==> config.mk <==
export PLATFORM = sky130hd
export DESIGN_NAME = xform_top
export DESIGN_NICKNAME = d
export VERILOG_FILES = /design/src/xform_pkg.sv /design/src/xform_top.sv /design/src/xform_stage.sv /design/src/sync_fifo.sv
export SDC_FILE = /design/constraint.sdc
export NUM_CORES = 1
export LEC_CHECK = 0
export BUFFER_PORTS_ARGS = -buffer_cell sky130_fd_sc_hd__buf_4
export CORE_MARGIN = 1.5
export CORE_UTILIZATION = 28
export CTS_CLUSTER_DIAMETER = 120
export DETAILED_ROUTE_END_ITERATION = 16
export HOLD_SLACK_MARGIN = 0.1
export SYNTH_ARGS = -nofsm -noshare
export SYNTH_HDL_FRONTEND = slang
export SYNTH_SLANG_ARGS = --single-unit
export TNS_END_PERCENT = 50
==> constraint.sdc <==
create_clock -name clk -period 3.3 [get_ports clk]
set_input_delay 0.495 -clock clk [delete_from_list [all_inputs] [get_ports clk]]
set_output_delay 0.495 -clock clk [all_outputs]
set_load 0.01 [all_outputs]
==> src/xform_pkg.sv <==
package xform_pkg;

    // datapath widths
    localparam int DATA_W = 32;  // payload word
    localparam int OP_W   = 2;   // opcode field

    // buffer depths
    localparam int IN_DEPTH  = 8;  // entries in the input FIFO
    localparam int OUT_DEPTH = 4;  // entries in the output FIFO

    localparam logic [DATA_W-1:0] ADD_K = 32'h0000_0101;  // addend for OP_ADD

    // opcode travels next to the word in the input FIFO, upper OP_W bits
    typedef enum logic [OP_W-1:0] {
        OP_PASS = 2'd0,  // word unchanged
        OP_INV  = 2'd1,  // bitwise inverse
        OP_ADD  = 2'd2,  // word + ADD_K, wraps mod 2^32
        OP_SWAP = 2'd3   // upper and lower halves exchanged
    } op_e;

    // occupancy of the single result slot in the transform stage
    typedef enum logic {
        ST_EMPTY = 1'b0,  // nothing held
        ST_FULL  = 1'b1   // result waiting for the output FIFO
    } stage_e;

endpackage
==> src/xform_top.sv <==
`timescale 1ns/100ps

module xform_top (
    input  logic                          clk,
    input  logic                          rst_n,
    // writer side
    input  logic                          wr_i,        // one-cycle write strobe
    input  logic [xform_pkg::DATA_W-1:0]  wdata_i,     // word to transform
    input  xform_pkg::op_e                op_i,        // transform to apply
    output logic                          in_full_o,   // writer must hold off while high
    // reader side
    input  logic                          rd_i,        // one-cycle read strobe
    output logic [xform_pkg::DATA_W-1:0]  rdata_o,     // head word, show-ahead
    output logic                          out_empty_o  // reader must hold off while high
);

    // input FIFO to stage
    logic                                         in_rd;
    logic [xform_pkg::OP_W+xform_pkg::DATA_W-1:0] in_rdata;   // {op, word}
    logic                                         in_empty;

    // stage to output FIFO
    logic                                         out_wr;
    logic [xform_pkg::DATA_W-1:0]                 out_wdata;
    logic                                         out_full;

    // opcode rides in the top bits of each entry
    sync_fifo #(
        .WIDTH (xform_pkg::OP_W + xform_pkg::DATA_W),
        .DEPTH (xform_pkg::IN_DEPTH)
    ) u_in_fifo (
        .clk     (clk),
        .rst_n   (rst_n),
        .wr_en_i (wr_i),
        .rd_en_i (in_rd),
        .wdata_i ({op_i, wdata_i}),
        .rdata_o (in_rdata),
        .full_o  (in_full_o),
        .empty_o (in_empty)
    );

    // one-deep transform, 1 cycle from pop to push
    xform_stage u_stage (
        .clk         (clk),
        .rst_n       (rst_n),
        .in_rdata_i  (in_rdata),
        .in_empty_i  (in_empty),
        .in_rd_o     (in_rd),
        .out_full_i  (out_full),
        .out_wr_o    (out_wr),
        .out_wdata_o (out_wdata)
    );

    // results only, opcode already consumed
    sync_fifo #(
        .WIDTH (xform_pkg::DATA_W),
        .DEPTH (xform_pkg::OUT_DEPTH)
    ) u_out_fifo (
        .clk     (clk),
        .rst_n   (rst_n),
        .wr_en_i (out_wr),
        .rd_en_i (rd_i),
        .wdata_i (out_wdata),
        .rdata_o (rdata_o),
        .full_o  (out_full),
        .empty_o (out_empty_o)
    );

endmodule

==> src/xform_stage.sv <==
`timescale 1ns/100ps

module xform_stage (
    input  logic                                     clk,
    input  logic                                     rst_n,
    input  logic [xform_pkg::OP_W+xform_pkg::DATA_W-1:0] in_rdata_i,  // {op, word} at input head
    input  logic                                     in_empty_i,  // input FIFO empty level
    output logic                                     in_rd_o,     // pop strobe to input FIFO
    input  logic                                     out_full_i,  // output FIFO full level
    output logic                                     out_wr_o,    // push strobe to output FIFO
    output logic [xform_pkg::DATA_W-1:0]             out_wdata_o  // registered result
);

    xform_pkg::stage_e               state_q;   // slot occupancy
    xform_pkg::stage_e               state_d;
    logic [xform_pkg::DATA_W-1:0]    slot_q;    // transformed word, no reset
    xform_pkg::op_e                  op;        // decoded opcode of the head entry
    logic [xform_pkg::DATA_W-1:0]    word;      // raw word of the head entry
    logic [xform_pkg::DATA_W-1:0]    result;    // transform of the head entry

    // split the head entry
    assign op   = xform_pkg::op_e'(in_rdata_i[xform_pkg::OP_W+xform_pkg::DATA_W-1:
                                              xform_pkg::DATA_W]);
    assign word = in_rdata_i[xform_pkg::DATA_W-1:0];

    // transform runs on the head entry so the slot loads the finished result
    always_comb begin
        case (op)
            xform_pkg::OP_PASS: result = word;                           // untouched
            xform_pkg::OP_INV:  result = ~word;                          // flip all bits
            xform_pkg::OP_ADD:  result = word + xform_pkg::ADD_K;        // carry out dropped
            xform_pkg::OP_SWAP: result = {word[15:0], word[31:16]};      // halves swapped
            default:            result = word;
        endcase
    end

    // push while holding a result and the output FIFO has room
    assign out_wr_o = (state_q == xform_pkg::ST_FULL) && !out_full_i;

    // pop when the slot is free now or frees up this cycle
    assign in_rd_o = !in_empty_i
                   && ((state_q == xform_pkg::ST_EMPTY) || out_wr_o);

    always_comb begin
        state_d = state_q;
        if (in_rd_o) begin
            state_d = xform_pkg::ST_FULL;        // refill, covers pop+push too
        end else if (out_wr_o) begin
            state_d = xform_pkg::ST_EMPTY;       // drained, nothing to replace it
        end
    end

    always_ff @(posedge clk or negedge rst_n) begin
        if (!rst_n) begin
            state_q <= xform_pkg::ST_EMPTY;
        end else begin
            state_q <= state_d;
        end
    end

    always_ff @(posedge clk) begin
        if (in_rd_o) begin
            slot_q <= result;                    // load on the pop edge
        end
    end

    assign out_wdata_o = slot_q;                 // push data straight from the slot

    // back-pressure must freeze the slot until the output FIFO drains
    a_hold_on_full: assert property (
        @(posedge clk) disable iff (!rst_n)
        (state_q == xform_pkg::ST_FULL && out_full_i)
            |=> (state_q == xform_pkg::ST_FULL) && $stable(slot_q)
    ) else $error("xform_stage: slot changed under back-pressure");

    // never pop an empty input FIFO
    a_no_pop_empty: assert property (
        @(posedge clk) disable iff (!rst_n)
        in_empty_i |-> !in_rd_o
    ) else $error("xform_stage: pop while input empty");

endmodule

==> src/sync_fifo.sv <==
`timescale 1ns/100ps

module sync_fifo #(
    parameter int WIDTH = 32,  // entry width
    parameter int DEPTH = 8    // entry count, any value >= 1
) (
    input  logic             clk,
    input  logic             rst_n,    // async, active low, pointers only
    input  logic             wr_en_i,  // one-cycle push strobe
    input  logic             rd_en_i,  // one-cycle pop strobe
    input  logic [WIDTH-1:0] wdata_i,  // push data
    output logic [WIDTH-1:0] rdata_o,  // head entry, show-ahead
    output logic             full_o,   // no room left
    output logic             empty_o   // nothing stored
);

    // address bits, at least one so the pointer slices stay legal
    localparam int AW = (DEPTH > 1) ? $clog2(DEPTH) : 1;

    logic [AW:0]      wr_ptr_q;          // msb is the lap bit
    logic [AW:0]      rd_ptr_q;          // same layout as wr_ptr_q
    logic [AW:0]      wr_ptr_d;
    logic [AW:0]      rd_ptr_d;
    logic [WIDTH-1:0] mem_q [DEPTH];     // storage, no reset

    // step a pointer, wrap at DEPTH-1 and flip the lap bit
    function automatic logic [AW:0] ptr_inc(input logic [AW:0] ptr);
        logic [AW:0] nxt;
        if (ptr[AW-1:0] == AW'(DEPTH - 1)) begin
            nxt = {~ptr[AW], {AW{1'b0}}};  // back to slot 0, next lap
        end else begin
            nxt = ptr + (AW + 1)'(1);      // plain increment
        end
        return nxt;
    endfunction

    always_comb begin
        wr_ptr_d = wr_ptr_q;                          // hold by default
        rd_ptr_d = rd_ptr_q;
        if (wr_en_i) wr_ptr_d = ptr_inc(wr_ptr_q);    // advance tail on push
        if (rd_en_i) rd_ptr_d = ptr_inc(rd_ptr_q);    // advance head on pop
    end

    always_ff @(posedge clk or negedge rst_n) begin
        if (!rst_n) begin
            wr_ptr_q <= '0;         // empty after reset
            rd_ptr_q <= '0;
        end else begin
            wr_ptr_q <= wr_ptr_d;
            rd_ptr_q <= rd_ptr_d;
        end
    end

    always_ff @(posedge clk) begin
        if (wr_en_i) begin
            mem_q[wr_ptr_q[AW-1:0]] <= wdata_i;  // store at tail, same edge as strobe
        end
    end

    assign rdata_o = mem_q[rd_ptr_q[AW-1:0]];   // combinational head read

    // equal pointers on the same lap -> empty, different lap -> full
    assign empty_o = (wr_ptr_q == rd_ptr_q);
    assign full_o  = (wr_ptr_q[AW-1:0] == rd_ptr_q[AW-1:0])
                   && (wr_ptr_q[AW] != rd_ptr_q[AW]);

    // the datapath has no overflow guard, the producer must watch full_o
    a_no_wr_full: assert property (
        @(posedge clk) disable iff (!rst_n)
        wr_en_i |-> !full_o
    ) else $error("sync_fifo: write while full");

    // same for the consumer and empty_o
    a_no_rd_empty: assert property (
        @(posedge clk) disable iff (!rst_n)
        rd_en_i |-> !empty_o
    ) else $error("sync_fifo: read while empty");

endmodule

Word level (Yosys, flattened, before mapping)
Memories as Yosys holds them, arrays and structs flattened.
Index checks and enable logic that the tools add are counted.
- reduce and logical (&&, ||, !) cells: 9
- eq/ne operators: 13
- bitwise logic cells: 6
- order comparisons: 0
- muxes and demuxes: 11
- add/subtract/negate cells: 5
- multipliers: 0
- div/mod/pow operators: 0
- shift operators: 0
- operators by type and width (operator ; count):
    32-bit one-hot mux with 4 select lines ; 1
    32-bit by 9-bit adder with 32-bit output, second input constant ; 1
    32-bit NOT ; 1
    4-bit by 1-bit adder with 4-bit output, second input constant ; 2
    2-bit == test, second input constant ; 4
    4-bit 2-to-1 mux ; 2
    3-bit by 1-bit adder with 3-bit output, second input constant ; 2
    3-bit == test ; 2
    3-bit == test, second input constant ; 2
    1-bit 2-to-1 mux ; 6
    3-bit 2-to-1 mux ; 2
    1-bit NOT ; 5
    4-bit == test ; 1
    1-bit logical AND ; 4
    2-bit by 1-bit == test with 1-bit output, second input constant ; 1
    2-bit == test ; 1
    1-bit logical NOT ; 2
    2-bit logical NOT ; 1
    1-bit != test ; 2
    2-bit nonzero test ; 1
    1-bit logical OR ; 1
- memories kept: 2
- register bits: 47
- RAM bits: 400
- memory bits (read-only): 0
- output and inout bits: 34
- logic and storage cells: 52
- input bits: 38
- latch bits: 0
- memory list (memory ; words ; bits a word ; read ports ; clocked after memory_dff ; write ports ; RTL line ; RTL):
    u_in_fifo.mem_q ; 8 ; 34 ; 1 ; 0 ; 1 ; sync_fifo.sv:24 ; logic [WIDTH-1:0] mem_q [DEPTH];
    u_out_fifo.mem_q ; 4 ; 32 ; 1 ; 0 ; 1 ; sync_fifo.sv:24 ;

Longest topological paths before layout
- depth in word-level cells: 7
- gate-level depth with buffers: 11
- depth with buffers taken out: 8

By module
Synthesis repeated with hierarchy kept, for this count alone.
- cell total of the unflattened synthesis: 941
- area total of the unflattened synthesis: 18649.1 µm²
- modules (own cells, without submodules) (module ; area an instance (µm²) ; sequential area each (µm²) ; cells an instance ; times used):
    sync_fifo (u_in_fifo) ; 10939.2 ; 8368.0 ; 440 ; 1
    sync_fifo (u_out_fifo) ; 5019.8 ; 3993.8 ; 200 ; 1
    xform_stage ; 2690.1 ; 985.9 ; 301 ; 1

Least setup slack after synthesis
OpenSTA, ideal clock, no wires.
- kind: flip-flop to flip-flop
- start: reg u_in_fifo.wr_ptr_q[2]
- end: mem u_in_fifo.mem_q[0][0] (netlist name) (enable)
- required time: 2833 ps
- period minus slack after synthesis: 3409 ps
- cell stages (with the launch flop): 3
- slack: -109 ps
- path buffers: 0
- library setup time: 467 ps
- arrival time: 2942 ps
- cells stage by stage: dfrtp_1 > nand2b_1 > nor3_1
- RTL lines (element ; RTL line ; RTL):
    start: declaration ; sync_fifo.sv:20 ; logic [AW:0] wr_ptr_q;
    start signal: assignment ; sync_fifo.sv:49 ; wr_ptr_q <= wr_ptr_d;
    end: declaration ; sync_fifo.sv:24 ;
Straight into the memory's write port.

Worst setup path after layout
- start: reg u_in_fifo.rd_ptr_q[0]
- end: reg u_stage.slot_q, in the netlist u_stage.out_wdata_o[21], data pin
- longest elaborated chain between the ends: 3
- elaborated cells between the ends (all ways): 8
- those cells by class: 1 x add/sub; 3 x eq/ne; 1 x mux; 1 x bitwise; 1 x reduce/logical; 1 x memory
- ends and longest elaborated chain (element ; RTL line ; RTL):
    start: declaration ; sync_fifo.sv:21 ; logic [AW:0] rd_ptr_q;
    start signal: assignment ; sync_fifo.sv:50 ; rd_ptr_q <= rd_ptr_d;
    memory 8 x 34 bit * ; n/a ;
    32-bit by 9-bit adder with 32-bit output, or another cell as far along ; xform_stage.sv:31 ; xform_pkg::OP_ADD: result = word + xform_pkg::ADD_K;
    32-bit one-hot mux with 4 select lines * ; xform_stage.sv:28 ; case (op)
    net u_stage.result, one bit ; xform_stage.sv:19 ; logic [xform_pkg::DATA_W-1:0] result;
    end signal: assignment ; xform_stage.sv:63 ; slot_q <= result;
    end: declaration ; xform_stage.sv:16 ; logic [xform_pkg::DATA_W-1:0] slot_q;
Mark *: on every way through the listed nets, which the timed path passes. The rest lies on a longest branch.
A chain may end at the register's enable or synchronous reset.

==> impl_metrics.env <==
export IMPL_cts_tree="done"
export IMPL_netlist_area_mm2=0.0184
export IMPL_rsz0062_at_grt="no"
export IMPL_yosysTopAreaCell="edfxtp_1"
export IMPL_layout_drive_gt1_share_pct=31.5
export IMPL_synth_seq_cells=447
export IMPL_crit_type="reg -> reg"
export IMPL_grt_pass1_vias=9898
export IMPL_syn_nets=1012
export IMPL_synthToLayoutAreaGrowth_pct=20.5
export IMPL_reg2reg_slack_ns=0.03
export IMPL_preCtsSetupSlack_ns=0.0821
export IMPL_worstSetupStartpointType="flop"
export IMPL_skew_ns=0.0246
export IMPL_holdPathEnd="u_in_fifo.mem_q[1][9]"
export IMPL_ios=72
export IMPL_wire_per_inst_um=21.2
export IMPL_worst_endpoint_required_ns=3.76
export IMPL_vias_per_cell=4.81
export IMPL_hold_depth=1
export IMPL_cts_sinks=447
export IMPL_hp_start="wdata_i[9]"
export IMPL_slew_viol_final=0
export IMPL_setup_violations=0
export IMPL_dp_hpwl_um=27200
export IMPL_avgSynthCellArea_um2=19.1
export IMPL_highest_layer="met5"
export IMPL_port_buffers=71
export IMPL_grt_start_max_net_pins=35
export IMPL_ys_types=66
export IMPL_synth_area_leaders="edfxtp_1 (70%), mux4_2 (9.9%), mux4_1 (2.4%)"
export IMPL_drt_pass1_iterations=5
export IMPL_timing_rr_start="u_in_fifo.rd_ptr_q[0]"
export IMPL_clockRootBuffer="clkbuf_16"
export IMPL_fin_nets=1180
export IMPL_clock_latency_ns=0.59
export IMPL_wl_met2_um=20400
export IMPL_hold_ws_ns=0.132
export IMPL_wl_met3_um=2440
export IMPL_core_area_mm2=0.0647
export IMPL_ant_nets=0
export IMPL_num_vias=9751
export IMPL_cts_made_buffers=47
export IMPL_synth_most_common_cell="edfxtp_1"
export IMPL_power_density_mw_per_mm2=1120
export IMPL_yosysSeqAreaShare_pct=72.5
export IMPL_wl_met1_um=18900
export IMPL_yosysWarnings=0
export IMPL_synth_edf_count=432
export IMPL_drtIter0Drc=734
export IMPL_vdd_drop_max_mv=0.605
export IMPL_grt_pass1_wl_um=64100
export IMPL_hp_class="in -> reg"
export IMPL_synthFlopType="edfxtp_1"
export IMPL_reg2reg_depth=9
export IMPL_drc=0
export IMPL_timing_final_crit_period_ns=3.27
export IMPL_report_final_hold_viol_count=0
export IMPL_layout_setup_ws_ns=0.0318
export IMPL_synth_top_area_share_pct=70.5
export IMPL_die_area_mm2=0.0673
export IMPL_maxCapViolCount=0
export IMPL_timing_final_crit_share_pct=99.0
export IMPL_start_util_pct=28.4
export IMPL_ys_async_sr_fraction_pct=3.36
export IMPL_num_rows=93
export IMPL_end_kind="flop"
export IMPL_worst_ep_arrival_time_ns=3.73
export IMPL_crit_fanout=14
export IMPL_routabilityCongestion=0.897
export IMPL_overflow=0
export IMPL_fin_util_pct=34.3
export IMPL_max_freq_ghz=0.306
export IMPL_reg2reg_to="u_stage.out_wdata_o[21]"
export IMPL_grt_usage_pct=12.8
export IMPL_clk_pin_slew_ns=0.06
export IMPL_fp_dieW_um=259
export IMPL_clockBufferDepth=3
export IMPL_die_y_um=259
export IMPL_htree_levels=2
export IMPL_dpl_cell_count=1931
export IMPL_antenna_found_initial=3
export IMPL_status="complete, no violations"
export IMPL_worst_slew_pin_slew_ns=0.742
export IMPL_finalWirelength_um=42900
export IMPL_synthTopCellsByCount="edfxtp_1 (432), mux4_2 (81), nand2_1 (46)"
export IMPL_p_leak_nw=7.35
export IMPL_netlist_instances=964
export IMPL_maxSlewHeadroom_pct=50.2
export IMPL_layout_cells_non_filler=2026
export IMPL_p_total_mw=24.8
-- worst max-delay path, cell delays in order, from the launching register on --
cell and delay [ns]:
dfrtp_4 0.60, buf_4 0.19, mux4_1 0.32, mux2i_1 0.13
or4_4 0.61, o21ai_0 0.34, buf_4 0.24, a211oi_1 0.08
a221oi_1 0.42, buf_4 0.19
-- repair_timing --
item                                   CTS  global route
endpoints found under the hold margin   28             0
hold buffers                             3             0
setup endpoints to repair                0             6
gates resized for setup                  0             6
buffers inserted                         0             4
-- state kept, by name, summed over array words and instances, names as in the netlist --
| name | cells |
|---|---|
| u_in_fifo.mem_q | 272 |
| u_in_fifo.rd_ptr_q | 4 |
| u_in_fifo.wr_ptr_q | 4 |
| u_out_fifo.mem_q | 128 |
| u_out_fifo.rd_ptr_q | 3 |
| u_out_fifo.wr_ptr_q | 3 |
| u_stage.out_wdata_o | 32 |
| u_stage.state_q | 1 |
-- logic make-up after synthesis --
group / Yosys count / synth area share, %
adder cells (fa/ha/maj): 10 / 0.680
XOR/XNOR: 15 / 0.714
AND/OR/NAND/NOR: 183 / 5.10
multiplexers: 152 / 15.5
AO/OA/AOI/OAI: 98 / 3.68
flip-flops: 447 / 72.5
buffers and inverters: 59 / 1.82
-- cell usage in the layout, fill, tap and decap left out, types with 7 or more instances in the layout --
cell type  count
a211oi_1      13
a21oi_1       19
buf_12         7
buf_4        160
clkbuf_1       7
clkbuf_16     49
clkinv_1      12
clkinv_2       9
dfrtp_1       11
edfxtp_1     432
ha_1          10
inv_1          8
mux2_2        19
mux2i_1       27
mux4_1        17
mux4_2        81
nand2_1       46
nand3_1        8
nor2_1        39
nor3_1        19
nor4_1        12
o211ai_1      12
o21ai_0       17
xnor2_1       11
-- final cells by class --
class / count / area, µm²
Timing Repair Buffer: 170 / 1370
Clock buffer: 56 / 1250
Antenna cell: 1 / 2.50
Fill cell: 6118 / 42500
Sequential cell: 447 / 13400
Inverter: 8 / 30.0
Tap cell: 855 / 1070
Multi-Input combinational cell: 458 / 4830
Clock inverter: 31 / 269
-- metal layers --
| metal | vias to the layer above | track usage [%] |
|---|---|---|
| li1 | 4325 | - |
| met1 | 5055 | 17.4 |
| met2 | 293 | 20.6 |
| met3 | 74 | 2.39 |
| met4 | 4 | 4.15 |
| met5 | - | 0 |
-- worst max-delay path by stage --
stage                                startpoint                       to  slack, ns
after detailed placement  u_in_fifo.rd_ptr_q[0]  u_stage.out_wdata_o[23]       0.08
after global routing      u_in_fifo.rd_ptr_q[0]  u_stage.out_wdata_o[21]      0.003
after floorplan           u_in_fifo.wr_ptr_q[2]    u_in_fifo.mem_q[0][0]      -0.11
after global placement    u_in_fifo.rd_ptr_q[0]  u_stage.out_wdata_o[26]       0.04
final                     u_in_fifo.rd_ptr_q[0]  u_stage.out_wdata_o[21]       0.03
after CTS                 u_in_fifo.rd_ptr_q[0]  u_stage.out_wdata_o[21]       0.05
-- report_power, final --
part	switching, mW	total (mW)	internal (mW)
Clock	2.17	5.20	3.03
Sequential	0.778	9.30	8.52
Combinational	5.88	10.3	4.47
Total	8.82	24.8	16.0
-- metrics by stage --
stage               instance area (µm²)  setup TNS [ns]
floorplan                         18400           -7.18
global placement                  20600               0
detailed placement                20600               0
CTS                               22100               0
global route                      22200               0
finish                            22200               0
No activity file was read; power rests on OpenSTA's default activity.
